==> src/logic/sram_bridge_pkg.sv <==
// Shared bus widths, channel opcodes and FIFO entry types for the
// TileLink-UL to SRAM bridge
package sram_bridge_pkg;

  // TileLink-UL field widths
  parameter int tl_dw  = 32;
  parameter int tl_aw  = 32;
  parameter int tl_aiw = 8;
  parameter int tl_szw = 2;

  // One mask bit per data byte
  parameter int tl_dbw = tl_dw / 8;

  // A-channel opcodes that the adapter understands
  typedef enum logic [2:0] {
    put_full_data    = 3'd0,
    put_partial_data = 3'd1,
    get              = 3'd4
  } tl_a_op_e;

  // D-channel response opcodes
  typedef enum logic [2:0] {
    access_ack      = 3'd0,
    access_ack_data = 3'd1
  } tl_d_op_e;

  // Kind of access remembered for each accepted request
  typedef enum logic [1:0] {
    op_write,
    op_read,
    op_unknown
  } req_op_e;

  // Request FIFO entry, enough to build the D response later
  typedef struct packed {
    req_op_e           op;
    logic              error;
    logic [tl_szw-1:0] size;
    logic [tl_aiw-1:0] source;
  } req_entry_t;

  // Response FIFO entry with the word read back from the array
  typedef struct packed {
    logic [tl_dw-1:0] data;
  } rsp_entry_t;

endpackage
==> src/logic/sram_port_if.sv <==
// Port between the adapter and the SRAM array, with a host end and a
// memory end
`timescale 1ns/100ps

interface sram_port_if import sram_bridge_pkg::*; #(
  parameter int SramAw = 10
) ();

  // Request side, one strobe per access and no back-pressure
  logic              req;
  logic              we;
  logic [SramAw-1:0] addr;
  logic [tl_dw-1:0]  wdata;
  logic [tl_dw-1:0]  wmask;

  // Read return, valid for exactly one cycle
  logic [tl_dw-1:0]  rdata;
  logic              rvalid;

  // The adapter issues accesses and collects read data
  modport host (
    output req, we, addr, wdata, wmask,
    input  rdata, rvalid
  );

  // The array serves accesses and returns read data
  modport mem (
    input  req, we, addr, wdata, wmask,
    output rdata, rvalid
  );

endinterface

==> src/logic/tl_sram_adapter.sv <==
// TileLink-UL adapter for a single-port SRAM with request checking and
// in-order AccessAck / AccessAckData responses
`timescale 1ns/100ps

module tl_sram_adapter import sram_bridge_pkg::*; #(
  parameter int SramAw      = 10,
  parameter int Outstanding = 2,
  parameter bit ByteAccess  = 1'b1,
  parameter bit ErrOnWrite  = 1'b0,
  parameter bit ErrOnRead   = 1'b0
) (
  input  logic              clk_i,
  input  logic              rst_i,
  input  logic              a_valid_i,
  output logic              a_ready_o,
  input  logic [2:0]        a_opcode_i,
  input  logic [tl_szw-1:0] a_size_i,
  input  logic [tl_aiw-1:0] a_source_i,
  input  logic [tl_aw-1:0]  a_address_i,
  input  logic [tl_dbw-1:0] a_mask_i,
  input  logic [tl_dw-1:0]  a_data_i,
  output logic              d_valid_o,
  input  logic              d_ready_i,
  output logic [2:0]        d_opcode_o,
  output logic [tl_szw-1:0] d_size_o,
  output logic [tl_aiw-1:0] d_source_o,
  output logic [tl_dw-1:0]  d_data_o,
  output logic              d_error_o,
  sram_port_if.host         mem
);

  tl_a_op_e   a_op;
  logic       a_ack;
  logic       d_ack;
  logic       d_valid;
  logic       req_error;
  logic       is_write;
  logic       clean_read;
  logic       reqfifo_wready;
  logic       reqfifo_rvalid;
  req_entry_t reqfifo_wdata;
  req_entry_t reqfifo_rdata;
  logic       rspfifo_rvalid;
  logic       rspfifo_rready;
  rsp_entry_t rspfifo_wdata;
  rsp_entry_t rspfifo_rdata;

  // The raw opcode may hold any 3-bit value, the checker sorts out the bad ones
  assign a_op     = tl_a_op_e'(a_opcode_i);
  assign is_write = (a_op == put_full_data) | (a_op == put_partial_data);

  tl_req_checker #(
    .ByteAccess (ByteAccess),
    .ErrOnWrite (ErrOnWrite),
    .ErrOnRead  (ErrOnRead)
  ) u_checker (
    .opcode_i  (a_op),
    .size_i    (a_size_i),
    .address_i (a_address_i),
    .mask_i    (a_mask_i),
    .error_o   (req_error)
  );

  // Requests are taken whenever the request FIFO has room, errors included
  assign a_ready_o = reqfifo_wready;
  assign a_ack     = a_valid_i & a_ready_o;

  // Legal requests go to the SRAM in the same cycle they are accepted
  // Erroneous ones only leave a FIFO entry behind for the error response
  assign mem.req  = a_ack & ~req_error;
  assign mem.we   = a_valid_i & is_write;
  // Word address with no base offset, so the upper address bits alias
  assign mem.addr = a_address_i[SramAw+1:2];

  // Byte enables become a bit mask, and only enabled write bytes are driven
  always_comb begin
    for (int i = 0; i < tl_dbw; i++) begin
      mem.wmask[8*i +: 8] = {8{a_mask_i[i]}};
      mem.wdata[8*i +: 8] = (a_mask_i[i] && mem.we) ? a_data_i[8*i +: 8] : 8'h00;
    end
  end

  // Only the kind of access and the echo fields are stored, never write data
  always_comb begin
    reqfifo_wdata.error  = req_error;
    reqfifo_wdata.size   = a_size_i;
    reqfifo_wdata.source = a_source_i;
    if (a_op == get) begin
      reqfifo_wdata.op = op_read;
    end else if (is_write) begin
      reqfifo_wdata.op = op_write;
    end else begin
      reqfifo_wdata.op = op_unknown;
    end
  end

  // Depth of Outstanding+1 lets back-to-back requests flow without a bubble
  // and keeps a_ready_o free of any path from d_ready_i
  sync_fifo #(
    .entry_t (req_entry_t),
    .Depth   (Outstanding + 1),
    .Pass    (1'b0)
  ) u_reqfifo (
    .clk_i    (clk_i),
    .rst_i    (rst_i),
    .wvalid_i (a_ack),
    .wready_o (reqfifo_wready),
    .wdata_i  (reqfifo_wdata),
    .rvalid_o (reqfifo_rvalid),
    .rready_i (d_ack),
    .rdata_o  (reqfifo_rdata)
  );

  // The SRAM cannot be stalled, so read data always lands here
  // Every read in flight owns a request FIFO slot, so this FIFO never overflows
  assign rspfifo_wdata.data = mem.rdata;

  sync_fifo #(
    .entry_t (rsp_entry_t),
    .Depth   (Outstanding + 1),
    .Pass    (1'b1)
  ) u_rspfifo (
    .clk_i    (clk_i),
    .rst_i    (rst_i),
    .wvalid_i (mem.rvalid),
    .wready_o (),
    .wdata_i  (rspfifo_wdata),
    .rvalid_o (rspfifo_rvalid),
    .rready_i (rspfifo_rready),
    .rdata_o  (rspfifo_rdata)
  );

  // A read that reached the SRAM has to wait for its data
  // Writes and error responses can go out as soon as they reach the head
  assign clean_read = reqfifo_rvalid & (reqfifo_rdata.op == op_read) & ~reqfifo_rdata.error;
  assign d_valid    = reqfifo_rvalid & (~clean_read | rspfifo_rvalid);
  assign d_ack      = d_valid & d_ready_i;

  // Read data is consumed together with its request entry
  assign rspfifo_rready = d_ack & clean_read;

  assign d_valid_o  = d_valid;
  assign d_opcode_o = (d_valid && reqfifo_rdata.op == op_read) ? access_ack_data : access_ack;
  assign d_size_o   = d_valid ? reqfifo_rdata.size : '0;
  assign d_source_o = d_valid ? reqfifo_rdata.source : '0;
  // Data stays zero for writes and for every error response
  assign d_data_o   = (d_valid && clean_read) ? rspfifo_rdata.data : '0;
  assign d_error_o  = d_valid & reqfifo_rdata.error;

endmodule

==> src/logic/sync_fifo.sv <==
// Synchronous circular-buffer FIFO with a typed payload and an optional
// pass-through path for the empty case
`timescale 1ns/100ps

module sync_fifo #(
  parameter type entry_t = logic [7:0],
  parameter int  Depth   = 2,
  parameter bit  Pass    = 1'b1
) (
  input  logic   clk_i,
  input  logic   rst_i,
  input  logic   wvalid_i,
  output logic   wready_o,
  input  entry_t wdata_i,
  output logic   rvalid_o,
  input  logic   rready_i,
  output entry_t rdata_o
);

  localparam int PtrW = (Depth > 1) ? $clog2(Depth) : 1;
  localparam int CntW = $clog2(Depth + 1);

  entry_t          storage_q [Depth];
  logic [PtrW-1:0] wptr_q;
  logic [PtrW-1:0] rptr_q;
  logic [CntW-1:0] count_q;
  logic            empty;
  logic            full;
  logic            pass_through;
  logic            push;
  logic            pop;

  assign empty    = (count_q == '0);
  assign full     = (count_q == CntW'(Depth));
  assign wready_o = ~full;

  // An empty pass-through FIFO shows the incoming entry straight away
  assign pass_through = Pass & empty;
  assign rvalid_o     = ~empty | (pass_through & wvalid_i);
  assign rdata_o      = pass_through ? wdata_i : storage_q[rptr_q];

  // An entry that is taken in the cycle it arrives never gets stored
  assign push = wvalid_i & ~full & ~(pass_through & rready_i);
  assign pop  = rready_i & ~empty;

  always_ff @(posedge clk_i) begin
    if (rst_i) begin
      wptr_q  <= '0;
      rptr_q  <= '0;
      count_q <= '0;
    end else begin
      if (push) begin
        wptr_q <= (wptr_q == PtrW'(Depth - 1)) ? '0 : wptr_q + 1'b1;
      end
      if (pop) begin
        rptr_q <= (rptr_q == PtrW'(Depth - 1)) ? '0 : rptr_q + 1'b1;
      end
      // Simultaneous push and pop leave the fill level unchanged
      case ({push, pop})
        2'b10:   count_q <= count_q + 1'b1;
        2'b01:   count_q <= count_q - 1'b1;
        default: count_q <= count_q;
      endcase
    end
  end

  // Payload storage
  always_ff @(posedge clk_i) begin
    if (push) begin
      storage_q[wptr_q] <= wdata_i;
    end
  end

endmodule

==> src/logic/tl_req_checker.sv <==
// Combinational protocol and policy check of one A-channel request
`timescale 1ns/100ps

module tl_req_checker import sram_bridge_pkg::*; #(
  parameter bit ByteAccess = 1'b1,
  parameter bit ErrOnWrite = 1'b0,
  parameter bit ErrOnRead  = 1'b0
) (
  input  tl_a_op_e          opcode_i,
  input  logic [tl_szw-1:0] size_i,
  input  logic [tl_aw-1:0]  address_i,
  input  logic [tl_dbw-1:0] mask_i,
  output logic              error_o
);

  logic              is_get;
  logic              is_put_full;
  logic              is_write;
  logic              op_error;
  logic              size_error;
  logic              align_error;
  logic              mask_error;
  logic              full_error;
  logic              attr_error;
  logic              policy_error;
  logic [tl_dbw-1:0] lane;

  assign is_get      = (opcode_i == get);
  assign is_put_full = (opcode_i == put_full_data);
  assign is_write    = is_put_full | (opcode_i == put_partial_data);

  // Anything other than Get, PutFullData or PutPartialData is rejected
  assign op_error   = ~(is_get | is_write);
  // The size field is log2 of the byte count, and a 32-bit bus stops at 4 bytes
  assign size_error = (size_i > 2'd2);

  // Byte lanes covered by the sized access at this address
  always_comb begin
    case (size_i)
      2'd0:    lane = 4'b0001 << address_i[1:0];
      2'd1:    lane = 4'b0011 << {address_i[1], 1'b0};
      default: lane = 4'b1111;
    endcase
  end

  // Halfwords need an even address and words need a word address
  always_comb begin
    case (size_i)
      2'd1:    align_error = address_i[0];
      2'd2:    align_error = |address_i[1:0];
      default: align_error = 1'b0;
    endcase
  end

  // No mask bit may sit outside the lane, and Get or PutFull needs at least one
  assign mask_error = (|(mask_i & ~lane)) | ((is_get | is_put_full) & (mask_i == '0));
  // A full write must enable every byte of its lane
  assign full_error = is_put_full & ((mask_i & lane) != lane);

  // Without byte access only whole-word writes are allowed
  assign attr_error = ~ByteAccess & is_write & ((mask_i != '1) | (size_i != 2'd2));

  // Read-only or write-only memories turn the other direction into an error
  assign policy_error = (ErrOnWrite & is_write) | (ErrOnRead & is_get);

  assign error_o = op_error | size_error | align_error | mask_error |
                   full_error | attr_error | policy_error;

endmodule

==> src/flat_wrapper.sv <==
// flat-port wrapper written by rule: the top's interface ports become plain ports
module tl_sram_adapter_flat import sram_bridge_pkg::*;
#(
  parameter int SramAw      = 10,
  parameter int Outstanding = 2,
  parameter bit ByteAccess  = 1'b1,
  parameter bit ErrOnWrite  = 1'b0,
  parameter bit ErrOnRead   = 1'b0
)
  (clk_i, rst_i, a_valid_i, a_ready_o, a_opcode_i, a_size_i, a_source_i, a_address_i, a_mask_i, a_data_i, d_valid_o, d_ready_i, d_opcode_o, d_size_o, d_source_o, d_data_o, d_error_o, mem_req, mem_we, mem_addr, mem_wdata, mem_wmask, mem_rdata, mem_rvalid);
  sram_port_if #(.SramAw(SramAw)) mem_i ();
  input  logic clk_i;
  input  logic rst_i;
  input  logic a_valid_i;
  output logic a_ready_o;
  input  logic [2:0] a_opcode_i;
  input  logic [tl_szw-1:0] a_size_i;
  input  logic [tl_aiw-1:0] a_source_i;
  input  logic [tl_aw-1:0] a_address_i;
  input  logic [tl_dbw-1:0] a_mask_i;
  input  logic [tl_dw-1:0] a_data_i;
  output logic d_valid_o;
  input  logic d_ready_i;
  output logic [2:0] d_opcode_o;
  output logic [tl_szw-1:0] d_size_o;
  output logic [tl_aiw-1:0] d_source_o;
  output logic [tl_dw-1:0] d_data_o;
  output logic d_error_o;
  output wire logic [$bits(mem_i.req)-1:0] mem_req;
  output wire logic [$bits(mem_i.we)-1:0] mem_we;
  output wire logic [$bits(mem_i.addr)-1:0] mem_addr;
  output wire logic [$bits(mem_i.wdata)-1:0] mem_wdata;
  output wire logic [$bits(mem_i.wmask)-1:0] mem_wmask;
  input wire logic [$bits(mem_i.rdata)-1:0] mem_rdata;
  input wire logic [$bits(mem_i.rvalid)-1:0] mem_rvalid;
  assign mem_req = mem_i.req;
  assign mem_we = mem_i.we;
  assign mem_addr = mem_i.addr;
  assign mem_wdata = mem_i.wdata;
  assign mem_wmask = mem_i.wmask;
  assign mem_i.rdata = mem_rdata;
  assign mem_i.rvalid = mem_rvalid;
  tl_sram_adapter #(.SramAw(SramAw), .Outstanding(Outstanding), .ByteAccess(ByteAccess), .ErrOnWrite(ErrOnWrite), .ErrOnRead(ErrOnRead)) u_core (.clk_i(clk_i), .rst_i(rst_i), .a_valid_i(a_valid_i), .a_ready_o(a_ready_o), .a_opcode_i(a_opcode_i), .a_size_i(a_size_i), .a_source_i(a_source_i), .a_address_i(a_address_i), .a_mask_i(a_mask_i), .a_data_i(a_data_i), .d_valid_o(d_valid_o), .d_ready_i(d_ready_i), .d_opcode_o(d_opcode_o), .d_size_o(d_size_o), .d_source_o(d_source_o), .d_data_o(d_data_o), .d_error_o(d_error_o), .mem(mem_i));
endmodule
==> config.mk <==
export PLATFORM = sky130hd
export DESIGN_NAME = tl_sram_adapter_flat
export DESIGN_NICKNAME = d
export VERILOG_FILES = /design/src/logic/sram_bridge_pkg.sv /design/src/logic/sram_port_if.sv /design/src/logic/tl_sram_adapter.sv /design/src/logic/sync_fifo.sv /design/src/logic/tl_req_checker.sv /design/src/flat_wrapper.sv
export SDC_FILE = /design/constraint.sdc
export NUM_CORES = 1
export LEC_CHECK = 0
export BUFFER_PORTS_ARGS = -buffer_cell sky130_fd_sc_hd__buf_2
export CAP_MARGIN = 15
export CORE_MARGIN = 2
export CORE_UTILIZATION = 30
export DETAILED_ROUTE_END_ITERATION = 8
export GPL_TIMING_DRIVEN = 0
export PLACE_DENSITY = 0.64
export SYNTH_ARGS = -nofsm -noshare
export SYNTH_HDL_FRONTEND = slang
export SYNTH_HIERARCHICAL = 1
export SYNTH_SLANG_ARGS = --single-unit
==> constraint.sdc <==
create_clock -name clk_i -period 10.5 [get_ports clk_i]
set_clock_uncertainty 0.1 [all_clocks]
set_input_delay 2.625 -clock clk_i [delete_from_list [all_inputs] [get_ports clk_i]]
set_output_delay 2.625 -clock clk_i [all_outputs]
set_load 0.01 [all_outputs]
==> results_dict.tcl <==
set metrics [dict create \
    ys_types 47 \
    peakVddDrop_mv 0.0818 \
    fin_setup_tns_ps 0 \
    port_buffers 209 \
    hold_class "flip-flop to flip-flop" \
    wl_per_cell_um 15.0 \
    yosys.area_share.simple_pct 14.9 \
    n_fill_cell 2317 \
    grt_use_met3_pct 3.46 \
    synth.area.mux_share_pct 11.5 \
    synth_seq_cells 151 \
    ys.flop_type "edfxtp_1" \
    cts_tree "yes" \
    grt_pass1_vias 5219 \
    min-delay-start "u_core/u_reqfifo/rptr_q[1]" \
    synth_fa_ha_area_share_pct 1.19 \
    via_per_inst 4.54 \
    postCtsSetupBuffers 0 \
    die-height_um 161 \
    dieArea_sq_um 25800 \
    htreeDepth 4 \
    maxCapViolCount 0 \
    critPathSlowestCell "a32o_1" \
    r2r_slack_ps 6640 \
    met1_usage_pct 17.3 \
    final_cell_mix "buf_2 (217), edfxtp_1 (135), nand2_1 (86)" \
    grt_max_degree 17 \
    end_kind "primary output" \
    syn_area_sq_um 7370 \
    synth_top_family_by_area "simple AND/OR/NAND/NOR gates" \
    yosysWarnings 6 \
    cts_max_path_buffers 2 \
    rsz0062_at_grt "false" \
    initial_core_util_pct 30.4 \
    cts.sinks 151 \
    num_rows 57 \
    seq_area_frac_synth_pct 59.3 \
    drtPass1Iterations 4 \
    async_flop_share_pct 0 \
    place_inst 1152 \
    slew_headroom_pct 40.4 \
    num_antenna_cells 0 \
    io_pins 242 \
    drt_wl_total_um 17800 \
    synth_cells 607 \
    p_total_uw 1600 \
    layout.cells.non_filler 1184 \
    cts_root_buffer "clkbuf_16" \
    synth_area_leader_cell "edfxtp_1" \
    detail-route-antenna-nets 0 \
    worstPathMaxFanout 6 \
    worst-setup-path-type "input pin to primary output" \
    drt_iter0_markers 310 \
    drc 0 \
    cellLeakagePower_uw 0.00387 \
    power.density_nw_per_um2 167 \
    synth_top_area_share_pct 55.0 \
    critical_path_arrival_ps 4300 \
    cts_resized 0 \
    startpoint_type "input pin" \
    cts_buffers 17 \
    grt_use_total_pct 14.0 \
    hold_violations 0 \
    drive_gt1_share_pct 41.3 \
    synth_xor_area_share_pct 0.475 \
    tightest_slew_ps 890 \
    synth-edff-count 135 \
    gp_congestion 0.784 \
    status "complete, no violations" \
    clock.fmax_mhz 142 \
    slowest_delay_ps 260 \
    nNetsFinal 972 \
    core_area_sq_um 24200 \
    grt_pass1_wl_um 27700 \
    crit_start "a_size_i[1]" \
    areaGrowthSynthToFinish_pct 30.1 \
    final_common_cell "buf_2" \
    cts_hold_buffers 0 \
    synthTopCellsByArea "edfxtp_1 (55%), mux2i_1 (6.4%), mux2_2 (4.7%)" \
    via_count 5379 \
    min_period_ps 7030 \
    finalCritPeriodShare_pct 66.9 \
    setup_violations 0 \
    slew_viol_final 0 \
    path_clk_slew_ps 60 \
    overflow 0 \
    die_w_um 161 \
    synth_compound_area_share_pct 5.29 \
    clkLatencyLatePin_ps 420 \
    grt_busiest_layer "met2" \
    crit_required_ps 7780 \
    dp_hpwl_um 13100 \
    avgSynthCellArea_sq_um 12.1 \
    met2_usage_pct 24.5 \
    crit_chain "buf_2, inv_1, ha_1, nor2_1, a21oi_1, a32o_1, a21oi_1, o211ai_1, nor2b_1, buf_2" \
    antenna_found_initial 1 \
]
==> power by group <==
group          switching, uW  total [uW]  internal (uW)
Combinational            151         269            118
Sequential              13.5         711            697
Clock                    259         620            361
==> registers in the layout (all words and copies together), names as in the netlist, named ones only <==
| name | cells |
|---|---|
| u_core/u_rspfifo/storage_q | 96 |
| u_core/u_reqfifo/storage_q | 39 |
| u_core/u_reqfifo/count_q | 2 |
| u_core/u_reqfifo/rptr_q | 2 |
| u_core/u_reqfifo/wptr_q | 2 |
| u_core/u_rspfifo/count_q | 2 |
| u_core/u_rspfifo/rptr_q | 2 |
| u_core/u_rspfifo/wptr_q | 2 |
==> critical path, delay by kind of cell <==
family | cells | cell delay, ps
AOI/OAI and AO/OA | 4 | 660
adders and majority gates | 1 | 240
buffers and inverters | 3 | 370
and+or+nand+nor | 2 | 400
==> routing by layer <==
layer / vias to the layer above / wire length [um]
met3: 14 / 1290
met4: 0 / 180
met5: - / 0
met2: 231 / 8750
met1: 2497 / 7600
li1: 2637 / -
==> cells in the mapped netlist (all sizes together), types with 2 or more instances <==
cell type	count
xor2	2
or3b	3
nor3	36
and2	36
mux2i	47
clkbuf	14
o21ai	51
a21o	2
a21oi	12
xnor2	2
nand2b	4
dlygate4sd1	3
nor2b	3
inv	6
nor2	7
and3	11
and4bb	4
mux2	33
edfxtp	135
ha	7
dfxtp	16
nand2	86
nor3b	7
buf	60
or3	7
==> logic make-up after synthesis <==
family	count (synthesis)
AO/OA/AOI/OAI	72
XOR/XNOR	4
adder cells (fa/ha/maj)	7
buffers and inverters	83
flip-flops	151
multiplexers	80
other	1
AND/OR/NAND/NOR	209
==> stage by stage <==
step | instance area (sq um) | hold WS, ps | setup WS [ps] | utilization [%]
after floorplan | 7380 | 343 | 3850 | -
after global placement | 8830 | 365 | 2040 | 36.4
after detailed placement | 8980 | 377 | 3510 | 37.0
after CTS | 9590 | 386 | 3490 | 39.6
after global routing | 9590 | 411 | 3240 | 39.6
final | 9590 | 382 | 3470 | 39.6
==> path summary, 6_finish.rpt <==
kind,endpoint,depth (start not counted)
setup / recovery,mem_req,10
hold / removal,u_core/u_reqfifo/rptr_q[1],2
setup reg to reg,u_core/u_rspfifo/storage_q[2][7],11
hold reg to reg,u_core/u_reqfifo/rptr_q[1],2
==> area by class of cell <==
cell class | count | area (sq um) | share of cell area [%]
repair buffers | 220 | 1170 | 12.2
multi-input cells | 374 | 2490 | 25.9
inverters | 6 | 22.5 | 0.235
well taps | 324 | 405 | 4.23
plain buffers | 77 | 517 | 5.39
clock buffers | 17 | 425 | 4.44
clock inverters | 15 | 184 | 1.92
flip-flops and latches | 151 | 4370 | 45.6
Power figures use the tool's default switching activity.
